## src/verilog/mips_settings.svh

```systemverilog
/* mips core settings
   data width, register file size and fetch parameters */
`ifndef MIPS_SETTINGS_SVH
`define MIPS_SETTINGS_SVH

// data path and address width
`define MIPS_DATA_W   32

// general purpose registers
`define MIPS_REG_NUM  32
`define MIPS_REG_AW   5

// first fetch address after reset
`define MIPS_RESET_PC 32'h0000_0000

// byte step between instruction words
`define MIPS_PC_STEP  32'd4

`endif

```

## src/verilog/mips_isa_pkg.sv

```systemverilog
/* mips32 instruction set
   opcodes, function codes and instruction field layouts */
`default_nettype none
`include "mips_settings.svh"

package mips_isa_pkg;

    typedef logic [`MIPS_DATA_W-1:0] word_t;
    typedef logic [`MIPS_REG_AW-1:0] reg_addr_t;

    // primary opcodes of the supported subset
    typedef enum logic [5:0] {
        op_special = 6'h00,
        op_addiu   = 6'h09,
        op_andi    = 6'h0c,
        op_ori     = 6'h0d,
        op_xori    = 6'h0e,
        op_lui     = 6'h0f,
        op_lw      = 6'h23,
        op_sw      = 6'h2b
    } opcode_e;

    // special function codes
    typedef enum logic [5:0] {
        fn_addu = 6'h21,
        fn_subu = 6'h23,
        fn_and  = 6'h24,
        fn_or   = 6'h25,
        fn_xor  = 6'h26,
        fn_nor  = 6'h27,
        fn_slt  = 6'h2a,
        fn_sltu = 6'h2b
    } funct_e;

    typedef struct packed {
        opcode_e    opcode;
        reg_addr_t  rs;
        reg_addr_t  rt;
        reg_addr_t  rd;
        logic [4:0] shamt;
        funct_e     funct;
    } instr_r_t;

    typedef struct packed {
        opcode_e     opcode;
        reg_addr_t   rs;
        reg_addr_t   rt;
        logic [15:0] imm;
    } instr_i_t;

    // sll r0, r0, 0
    localparam word_t nop_instr = '0;

endpackage

`default_nettype wire

```

## src/verilog/mips_pipe_pkg.sv

```systemverilog
/* pipeline payloads
   alu operations and the registers between the stages */
`default_nettype none

package mips_pipe_pkg;
    import mips_isa_pkg::*;

    typedef enum logic [3:0] {
        alu_add,
        alu_sub,
        alu_and,
        alu_or,
        alu_xor,
        alu_nor,
        alu_slt,
        alu_sltu,
        alu_lui
    } alu_op_e;

    // decode to execute
    typedef struct packed {
        alu_op_e   alu_op;
        word_t     op_a;
        word_t     op_b;
        word_t     st_data;
        reg_addr_t wr_addr;
        logic      wr_en;
        logic      is_load;
        logic      is_store;
    } id_ex_t;

    // execute to memory, result doubles as the ram address
    typedef struct packed {
        word_t     result;
        word_t     st_data;
        reg_addr_t wr_addr;
        logic      wr_en;
        logic      is_load;
        logic      is_store;
    } ex_mem_t;

    typedef struct packed {
        logic      wr_en;
        reg_addr_t wr_addr;
        word_t     wr_data;
    } wb_t;

endpackage

`default_nettype wire

```

## src/verilog/bypass_if.sv

```systemverilog
/* forwarding path from a later stage back to decode */
`timescale 1ns/1ps
`default_nettype none

interface bypass_if import mips_isa_pkg::*; ();

    logic      wr_en;
    reg_addr_t wr_addr;
    word_t     wr_data;
    // result not ready yet, decode must wait
    logic      is_load;

    modport source (output wr_en, output wr_addr, output wr_data, output is_load);
    modport sink (input wr_en, input wr_addr, input wr_data, input is_load);

endinterface

`default_nettype wire

```

## src/verilog/fetch.sv

```systemverilog
/* instruction fetch
   program counter and fetch/decode instruction register */
`timescale 1ns/1ps
`default_nettype none
`include "mips_settings.svh"

module fetch import mips_isa_pkg::*; (
    input  logic  clk,
    input  logic  arst_n_i,
    input  logic  stall_i,
    input  word_t rom_data_i,
    output word_t rom_addr_o,
    output logic  rom_en_o,
    output word_t instr_o
);

    word_t pc_q;
    logic  advance;

    // rom is idle in the first edge after reset, nothing to take yet
    assign advance    = rom_en_o && !stall_i;
    assign rom_addr_o = pc_q;

    always_ff @(posedge clk or negedge arst_n_i) begin
        if (!arst_n_i) begin
            rom_en_o <= 1'b0;
            pc_q     <= `MIPS_RESET_PC;
            instr_o  <= nop_instr;
        end else begin
            rom_en_o <= 1'b1;
            if (advance) begin
                pc_q    <= pc_q + `MIPS_PC_STEP;
                instr_o <= rom_data_i;
            end
        end
    end

endmodule

`default_nettype wire

```

## src/verilog/regfile.sv

```systemverilog
/* general purpose register file
   two read ports, one write port passed through to the readers */
`timescale 1ns/1ps
`default_nettype none
`include "mips_settings.svh"

module regfile import mips_isa_pkg::*, mips_pipe_pkg::*; (
    input  logic      clk,
    input  logic      arst_n_i,
    input  reg_addr_t rs_addr_i,
    input  reg_addr_t rt_addr_i,
    input  wb_t       wb_i,
    output word_t     rs_data_o,
    output word_t     rt_data_o
);

    word_t regs [`MIPS_REG_NUM];

    // r0 reads zero, a same-cycle write wins over the stored value
    function automatic word_t read_port(input reg_addr_t addr);
        word_t val;
        if (addr == '0) begin
            val = '0;
        end else if (wb_i.wr_en && wb_i.wr_addr == addr) begin
            val = wb_i.wr_data;
        end else begin
            val = regs[addr];
        end
        return val;
    endfunction

    always_comb begin
        rs_data_o = read_port(rs_addr_i);
        rt_data_o = read_port(rt_addr_i);
    end

    always_ff @(posedge clk or negedge arst_n_i) begin
        if (!arst_n_i) begin
            for (int i = 0; i < `MIPS_REG_NUM; i++) begin
                regs[i] <= '0;
            end
        end else if (wb_i.wr_en && wb_i.wr_addr != '0) begin
            regs[wb_i.wr_addr] <= wb_i.wr_data;
        end
    end

endmodule

`default_nettype wire

```

## src/verilog/decode.sv

```systemverilog
/* instruction decode
   field split, operand forwarding, load-use stall, decode/execute register */
`timescale 1ns/1ps
`default_nettype none

module decode import mips_isa_pkg::*, mips_pipe_pkg::*; (
    input  logic      clk,
    input  logic      arst_n_i,
    input  word_t     instr_i,
    input  word_t     rs_data_i,
    input  word_t     rt_data_i,
    bypass_if.sink    ex_byp,
    bypass_if.sink    mem_byp,
    output reg_addr_t rs_addr_o,
    output reg_addr_t rt_addr_o,
    output logic      stall_o,
    output id_ex_t    id_ex_o
);

    instr_r_t r_fmt;
    instr_i_t i_fmt;
    word_t    imm_sext;
    word_t    imm_zext;
    word_t    rs_val;
    word_t    rt_val;
    logic     ex_hit_rs;
    logic     ex_hit_rt;
    logic     mem_hit_rs;
    logic     mem_hit_rt;
    logic     uses_rs;
    logic     uses_rt;
    id_ex_t   dec;

    assign r_fmt     = instr_r_t'(instr_i);
    assign i_fmt     = instr_i_t'(instr_i);
    assign rs_addr_o = r_fmt.rs;
    assign rt_addr_o = r_fmt.rt;
    assign imm_sext  = {{16{i_fmt.imm[15]}}, i_fmt.imm};
    assign imm_zext  = {16'h0000, i_fmt.imm};

    // youngest producer first, r0 never forwarded
    assign ex_hit_rs  = ex_byp.wr_en && ex_byp.wr_addr == r_fmt.rs && r_fmt.rs != '0;
    assign ex_hit_rt  = ex_byp.wr_en && ex_byp.wr_addr == r_fmt.rt && r_fmt.rt != '0;
    assign mem_hit_rs = mem_byp.wr_en && mem_byp.wr_addr == r_fmt.rs && r_fmt.rs != '0;
    assign mem_hit_rt = mem_byp.wr_en && mem_byp.wr_addr == r_fmt.rt && r_fmt.rt != '0;

    assign rs_val = ex_hit_rs ? ex_byp.wr_data : (mem_hit_rs ? mem_byp.wr_data : rs_data_i);
    assign rt_val = ex_hit_rt ? ex_byp.wr_data : (mem_hit_rt ? mem_byp.wr_data : rt_data_i);

    // load still in execute, its data arrives one cycle later
    assign stall_o = ex_byp.is_load && ((ex_hit_rs && uses_rs) || (ex_hit_rt && uses_rt));

    always_comb begin
        dec         = '0;
        uses_rs     = 1'b0;
        uses_rt     = 1'b0;
        dec.alu_op  = alu_add;
        dec.op_a    = rs_val;
        dec.op_b    = imm_sext;
        dec.st_data = rt_val;
        dec.wr_addr = i_fmt.rt;
        case (r_fmt.opcode)
            op_special: begin
                dec.op_b    = rt_val;
                dec.wr_addr = r_fmt.rd;
                dec.wr_en   = 1'b1;
                uses_rs     = 1'b1;
                uses_rt     = 1'b1;
                case (r_fmt.funct)
                    fn_addu: dec.alu_op = alu_add;
                    fn_subu: dec.alu_op = alu_sub;
                    fn_and:  dec.alu_op = alu_and;
                    fn_or:   dec.alu_op = alu_or;
                    fn_xor:  dec.alu_op = alu_xor;
                    fn_nor:  dec.alu_op = alu_nor;
                    fn_slt:  dec.alu_op = alu_slt;
                    fn_sltu: dec.alu_op = alu_sltu;
                    default: begin
                        // unknown function, treated as a no-op
                        dec.wr_en = 1'b0;
                        uses_rs   = 1'b0;
                        uses_rt   = 1'b0;
                    end
                endcase
            end
            op_addiu: begin
                dec.wr_en = 1'b1;
                uses_rs   = 1'b1;
            end
            op_andi, op_ori, op_xori: begin
                dec.op_b   = imm_zext;
                dec.wr_en  = 1'b1;
                uses_rs    = 1'b1;
                dec.alu_op = (r_fmt.opcode == op_andi) ? alu_and :
                             (r_fmt.opcode == op_ori)  ? alu_or  : alu_xor;
            end
            op_lui: begin
                dec.alu_op = alu_lui;
                dec.op_b   = imm_zext;
                dec.wr_en  = 1'b1;
            end
            op_lw: begin
                dec.wr_en   = 1'b1;
                dec.is_load = 1'b1;
                uses_rs     = 1'b1;
            end
            op_sw: begin
                dec.is_store = 1'b1;
                uses_rs      = 1'b1;
                uses_rt      = 1'b1;
            end
            default: begin
            end
        endcase
    end

    always_ff @(posedge clk or negedge arst_n_i) begin
        if (!arst_n_i) begin
            id_ex_o <= '0;
        end else if (stall_o) begin
            // bubble while the consumer waits in decode
            id_ex_o <= '0;
        end else begin
            id_ex_o <= dec;
        end
    end

endmodule

`default_nettype wire

```

## src/verilog/execute.sv

```systemverilog
/* execute stage
   alu, load/store address and execute/memory register */
`timescale 1ns/1ps
`default_nettype none

module execute import mips_isa_pkg::*, mips_pipe_pkg::*; (
    input  logic      clk,
    input  logic      arst_n_i,
    input  id_ex_t    id_ex_i,
    bypass_if.source  ex_byp,
    output ex_mem_t   ex_mem_o
);

    word_t op_a;
    word_t op_b;
    word_t result;

    assign op_a = id_ex_i.op_a;
    assign op_b = id_ex_i.op_b;

    // loads and stores come in as alu_add, base plus offset
    always_comb begin
        case (id_ex_i.alu_op)
            alu_add:  result = op_a + op_b;
            alu_sub:  result = op_a - op_b;
            alu_and:  result = op_a & op_b;
            alu_or:   result = op_a | op_b;
            alu_xor:  result = op_a ^ op_b;
            alu_nor:  result = ~(op_a | op_b);
            alu_slt:  result = {31'b0, $signed(op_a) < $signed(op_b)};
            alu_sltu: result = {31'b0, op_a < op_b};
            alu_lui:  result = {op_b[15:0], 16'h0000};
            default:  result = '0;
        endcase
    end

    assign ex_byp.wr_en   = id_ex_i.wr_en;
    assign ex_byp.wr_addr = id_ex_i.wr_addr;
    assign ex_byp.wr_data = result;
    assign ex_byp.is_load = id_ex_i.is_load;

    always_ff @(posedge clk or negedge arst_n_i) begin
        if (!arst_n_i) begin
            ex_mem_o <= '0;
        end else begin
            ex_mem_o.result   <= result;
            ex_mem_o.st_data  <= id_ex_i.st_data;
            ex_mem_o.wr_addr  <= id_ex_i.wr_addr;
            ex_mem_o.wr_en    <= id_ex_i.wr_en;
            ex_mem_o.is_load  <= id_ex_i.is_load;
            ex_mem_o.is_store <= id_ex_i.is_store;
        end
    end

endmodule

`default_nettype wire

```

## src/verilog/mem_access.sv

```systemverilog
/* memory stage
   data ram access and memory/write-back register */
`timescale 1ns/1ps
`default_nettype none

module mem_access import mips_isa_pkg::*, mips_pipe_pkg::*; (
    input  logic      clk,
    input  logic      arst_n_i,
    input  ex_mem_t   ex_mem_i,
    input  word_t     ram_data_i,
    bypass_if.source  mem_byp,
    output logic      ram_en_o,
    output logic      ram_wr_en_o,
    output word_t     ram_addr_o,
    output word_t     ram_data_o,
    output wb_t       wb_o
);

    word_t wb_data;

    // word accesses only, ram answers in the same cycle
    assign ram_en_o    = ex_mem_i.is_load || ex_mem_i.is_store;
    assign ram_wr_en_o = ex_mem_i.is_store;
    assign ram_addr_o  = ex_mem_i.result;
    assign ram_data_o  = ex_mem_i.st_data;

    assign wb_data = ex_mem_i.is_load ? ram_data_i : ex_mem_i.result;

    // load data is already here, so no stall from this stage
    assign mem_byp.wr_en   = ex_mem_i.wr_en;
    assign mem_byp.wr_addr = ex_mem_i.wr_addr;
    assign mem_byp.wr_data = wb_data;
    assign mem_byp.is_load = 1'b0;

    always_ff @(posedge clk or negedge arst_n_i) begin
        if (!arst_n_i) begin
            wb_o <= '0;
        end else begin
            wb_o.wr_en   <= ex_mem_i.wr_en;
            wb_o.wr_addr <= ex_mem_i.wr_addr;
            wb_o.wr_data <= wb_data;
        end
    end

endmodule

`default_nettype wire

```

## src/verilog/mips_cpu.sv

```systemverilog
/* mips32 five-stage integer core
   fetch, decode, execute, memory and write-back with rom and ram ports */
`timescale 1ns/1ps
`default_nettype none

module mips_cpu import mips_isa_pkg::*, mips_pipe_pkg::*; (
    input  logic  clk,
    input  logic  arst_n_i,
    input  word_t rom_data_i,
    output word_t rom_addr_o,
    output logic  rom_en_o,
    input  word_t ram_data_i,
    output logic  ram_en_o,
    output logic  ram_wr_en_o,
    output word_t ram_addr_o,
    output word_t ram_data_o
);

    logic      stall;
    word_t     instr;
    reg_addr_t rs_addr;
    reg_addr_t rt_addr;
    word_t     rs_data;
    word_t     rt_data;
    id_ex_t    id_ex;
    ex_mem_t   ex_mem;
    wb_t       wb;

    // forwarding from execute and memory back to decode
    bypass_if ex_byp ();
    bypass_if mem_byp ();

    fetch u_fetch (
        .clk        (clk),
        .arst_n_i   (arst_n_i),
        .stall_i    (stall),
        .rom_data_i (rom_data_i),
        .rom_addr_o (rom_addr_o),
        .rom_en_o   (rom_en_o),
        .instr_o    (instr)
    );

    regfile u_regfile (
        .clk       (clk),
        .arst_n_i  (arst_n_i),
        .rs_addr_i (rs_addr),
        .rt_addr_i (rt_addr),
        .wb_i      (wb),
        .rs_data_o (rs_data),
        .rt_data_o (rt_data)
    );

    decode u_decode (
        .clk       (clk),
        .arst_n_i  (arst_n_i),
        .instr_i   (instr),
        .rs_data_i (rs_data),
        .rt_data_i (rt_data),
        .ex_byp    (ex_byp.sink),
        .mem_byp   (mem_byp.sink),
        .rs_addr_o (rs_addr),
        .rt_addr_o (rt_addr),
        .stall_o   (stall),
        .id_ex_o   (id_ex)
    );

    execute u_execute (
        .clk      (clk),
        .arst_n_i (arst_n_i),
        .id_ex_i  (id_ex),
        .ex_byp   (ex_byp.source),
        .ex_mem_o (ex_mem)
    );

    mem_access u_mem_access (
        .clk         (clk),
        .arst_n_i    (arst_n_i),
        .ex_mem_i    (ex_mem),
        .ram_data_i  (ram_data_i),
        .mem_byp     (mem_byp.source),
        .ram_en_o    (ram_en_o),
        .ram_wr_en_o (ram_wr_en_o),
        .ram_addr_o  (ram_addr_o),
        .ram_data_o  (ram_data_o),
        .wb_o        (wb)
    );

endmodule

`default_nettype wire

```

## config.mk

```make
export PLATFORM = sky130hd
export DESIGN_NAME = mips_cpu
export DESIGN_NICKNAME = d
export VERILOG_FILES = /design/src/verilog/mips_isa_pkg.sv /design/src/verilog/mips_pipe_pkg.sv /design/src/verilog/bypass_if.sv /design/src/verilog/fetch.sv /design/src/verilog/regfile.sv /design/src/verilog/decode.sv /design/src/verilog/execute.sv /design/src/verilog/mem_access.sv /design/src/verilog/mips_cpu.sv
export VERILOG_INCLUDE_DIRS = /design/src /design/src/verilog
export SDC_FILE = /design/constraint.sdc
export NUM_CORES = 2
export LEC_CHECK = 0
export BUFFER_PORTS_ARGS = -buffer_cell sky130_fd_sc_hd__buf_4
export CAP_MARGIN = 20
export CORE_MARGIN = 1.5
export CORE_UTILIZATION = 45
export CTS_BUF_LIST = sky130_fd_sc_hd__clkbuf_2
export CTS_CLUSTER_SIZE = 16
export DETAILED_ROUTE_END_ITERATION = 8
export SETUP_SLACK_MARGIN = 0.5
export SYNTH_ARGS = -nofsm -noshare
export SYNTH_HDL_FRONTEND = slang
export SYNTH_HIERARCHICAL = 1
export SYNTH_SLANG_ARGS = --single-unit
```

## constraint.sdc

```tcl
create_clock -name clk -period 3.37 [get_ports clk]
set_input_delay 0.5055 -clock clk [delete_from_list [all_inputs] [get_ports clk]]
set_output_delay 0.5055 -clock clk [all_outputs]
set_load 0.02 [all_outputs]
```

==> qor.csv <==
metric,value,unit
rows,147,
worstHoldPathType,input port to flip-flop,
h-tree-depth,5,
core,0.1602,mm2
stdcell_area,0.09039,mm2
grt_pass1_wl,406100,um
endpoint_kind,flip-flop,
critPathMaxStageDelay,0.42,ns
r2r-start,u_decode/id_ex_o[72],
power.leakage,0.04205,uW
crit_chain,inv_2 > ha_4 > fa_2 > nor2_4 > o311ai_4 > a211oi_2 > o211ai_1 > o311ai_2 > o311ai_4 > o21a_1 > nor3_4 > o21ai_2 > nor2_2 > a311o_1 > a21oi_2,
numClockSinks,1305,
syn_to_final_growth,24.73,%
wl,287400,um
root_buffer,clkbuf_2,
preCtsSetupSlack,-0.2974,ns
yosys_warnings,6,
cp_slowest_cell,o311ai_2,
initial_core_util,45.24,%
cts_tree,done,
clkPwrFrac,22.2,%
dp_hpwl,181900,um
syn_avg_cell_area,12.99,um2
clock_path_buffers,4,
failed_checks,negative setup slack,
ant_nets,0,
antenna_found_initial,8,
post-route-drc-count,0,
cts-buffers-inserted,370,
place.gp.congestion,0.9690,
grt_pass1_vias,56750,
p_comb_share,37.8,%
total_power,52670,uW
die_height,404.3,um
grt_overflow_total,0,
syn-instance-count,5581,
crit_fanout,3,
required,5.06,ns
ir_drop,0.0003120,V
hold_viol,0,
relSlewSlack,16.03,%
clock_skew,0.2025,ns
grtUsageTotal,34.26,%
status,finished with violations,
routedWlPerCell,32.00,um
clkLatencyLatePin,1.87,ns
io_buffers,162,
p_switching,20160,uW
die_area,0.1635,mm2
min_from,ram_data_i[15],
vias,57290,
routed_via_density,6.377,
dr.pass1.iters,8,
drive_above_1_share,53.00,%
period_minus_slack,3.513,ns
swShare,38.27,%
cp.arrival,5.21,ns
crit_path_start,u_decode/id_ex_o[72],
fin_ws,-0.1428,ns
timing.fmax,284.7,MHz
placed_cell_area,0.07946,mm2
post-route-period-util,104.2,%
initialDrtViolationCount,6454,
synth_area,0.07247,mm2
fin_nets,6726,
startpoint_type,flip-flop,
pin_count,165,
tightest_slew,1.260,ns
cell_internal_pwr,32510,uW
slew_violations,0,
path_class,flip-flop to flip-flop,
p_per_area,582.7,mW/mm2
path_clk_slew,0.12,ns
grt_setup_unrepaired,yes,
grt_max_degree,136,
dieWidth,404.3,um
seq_power_share,40.0,%
maxCapViolations,0,
crit_top_cell,o311ai_4,
setup_viol,23,
critical path, delay by kind of cell (launching register included):
kind / cells / cell delay (ns)
AOI/OAI and AO/OA: 9 / 1.86
adders and majority gates: 2 / 0.59
buffers and inverters: 1 / 0.07
DFF: 1 / 0.39
and+or+nand+nor: 3 / 0.45
cells in the final DEF (no fill, tap or decap), types with 41 or more instances in the layout:
cell type         n
o21ai_0         102
a221oi_1         58
a21oi_2          58
dfrtp_1        1275
mux2i_1         243
clkinv_1         71
ha_1             71
mux2_4           48
dlygate4sd3_1   189
a22oi_1          94
mux4_2          414
mux2_2         1021
a21oi_1         118
o22ai_1          49
nor2_1          130
nand3_1          43
nand2_1         165
buf_12          110
nor2_4           48
a211oi_2         41
clkbuf_2        538
inv_1            90
buf_6           125
buf_4           758
registers in the layout (all words and copies together), names as in the netlist:
register            count
u_fetch/rom_addr_o     30
u_fetch/instr_o        32
u_decode/id_ex_o      108
u_mem_access/wb_o      38
u_fetch/rom_en_o        1
u_regfile/regs       1024
u_execute/ex_mem_o     72
per-stage QoR:
step,instances,TNS (ns),util [%],hold WS (ns)
after CTS,8850,-0.05337,54.99,0.002661
after detailed placement,7872,-4.151,49.60,0.3347
after floorplan,5582,0,-,0.2099
after global placement,7872,-3.168,49.60,0.3332
final,8983,-1.628,56.42,0.2391
after global routing,8980,-4.853,56.42,0.08712
what timing repair did:
item                                    CTS  global route
pin swaps                               230           158
gates resized for setup                 470           249
setup endpoints to repair               276           274
buffers inserted                        148           114
hold buffers                            190             0
cloned                                   12            12
endpoints found under the hold margin  1465             0
metal layers:
metal / global-route usage, % / vias up / part of all wire (%)
li1: - / 23190 / -
met1: 45.71 / 29920 / 39
met2: 52.72 / 3285 / 45
met3: 7.532 / 884 / 9.4
met4: 17.25 / 6 / 6.1
met5: 0 / - / 0.017
final cells by class:
| type | instances | area, um2 |
|---|---|---|
| clock inverter | 90 | 462.9 |
| tap | 2160 | 2703 |
| fill | 13160 | 69810 |
| sequential | 1305 | 32710 |
| timing repair buffer | 1235 | 12490 |
| inverter | 101 | 382.9 |
| clock buffer | 538 | 2693 |
| multi-input combinational | 3548 | 38930 |
| antenna | 6 | 15.01 |
power by group through the flow:
| stage | registers [uW] | logic, uW | clock network (uW) |
|---|---|---|---|
| detailed placement | 21300 | 16400 | 0 |
| global placement | 21100 | 16300 | 0 |
| floorplan | 20300 | 10400 | 0 |
| global route | 21400 | 20700 | 12800 |
| CTS | 20900 | 18600 | 11900 |
| finish | 21100 | 19900 | 11700 |
worst paths after layout:
kind / end / slack [ns] / cells past startpoint
max: u_decode/id_ex_o[40] / -0.14 / 15
min: u_mem_access/wb_o[15] / 0.24 / 4
max reg2reg: u_decode/id_ex_o[40] / -0.14 / 15
min reg2reg: u_execute/ex_mem_o[22] / 0.32 / 0
max in group asynchronous: u_execute/ex_mem_o[60] / 1.58 / 6
min in group asynchronous: u_regfile/regs[282] / 0.39 / 5
Note: power is estimated with default switching activity, not from simulation.
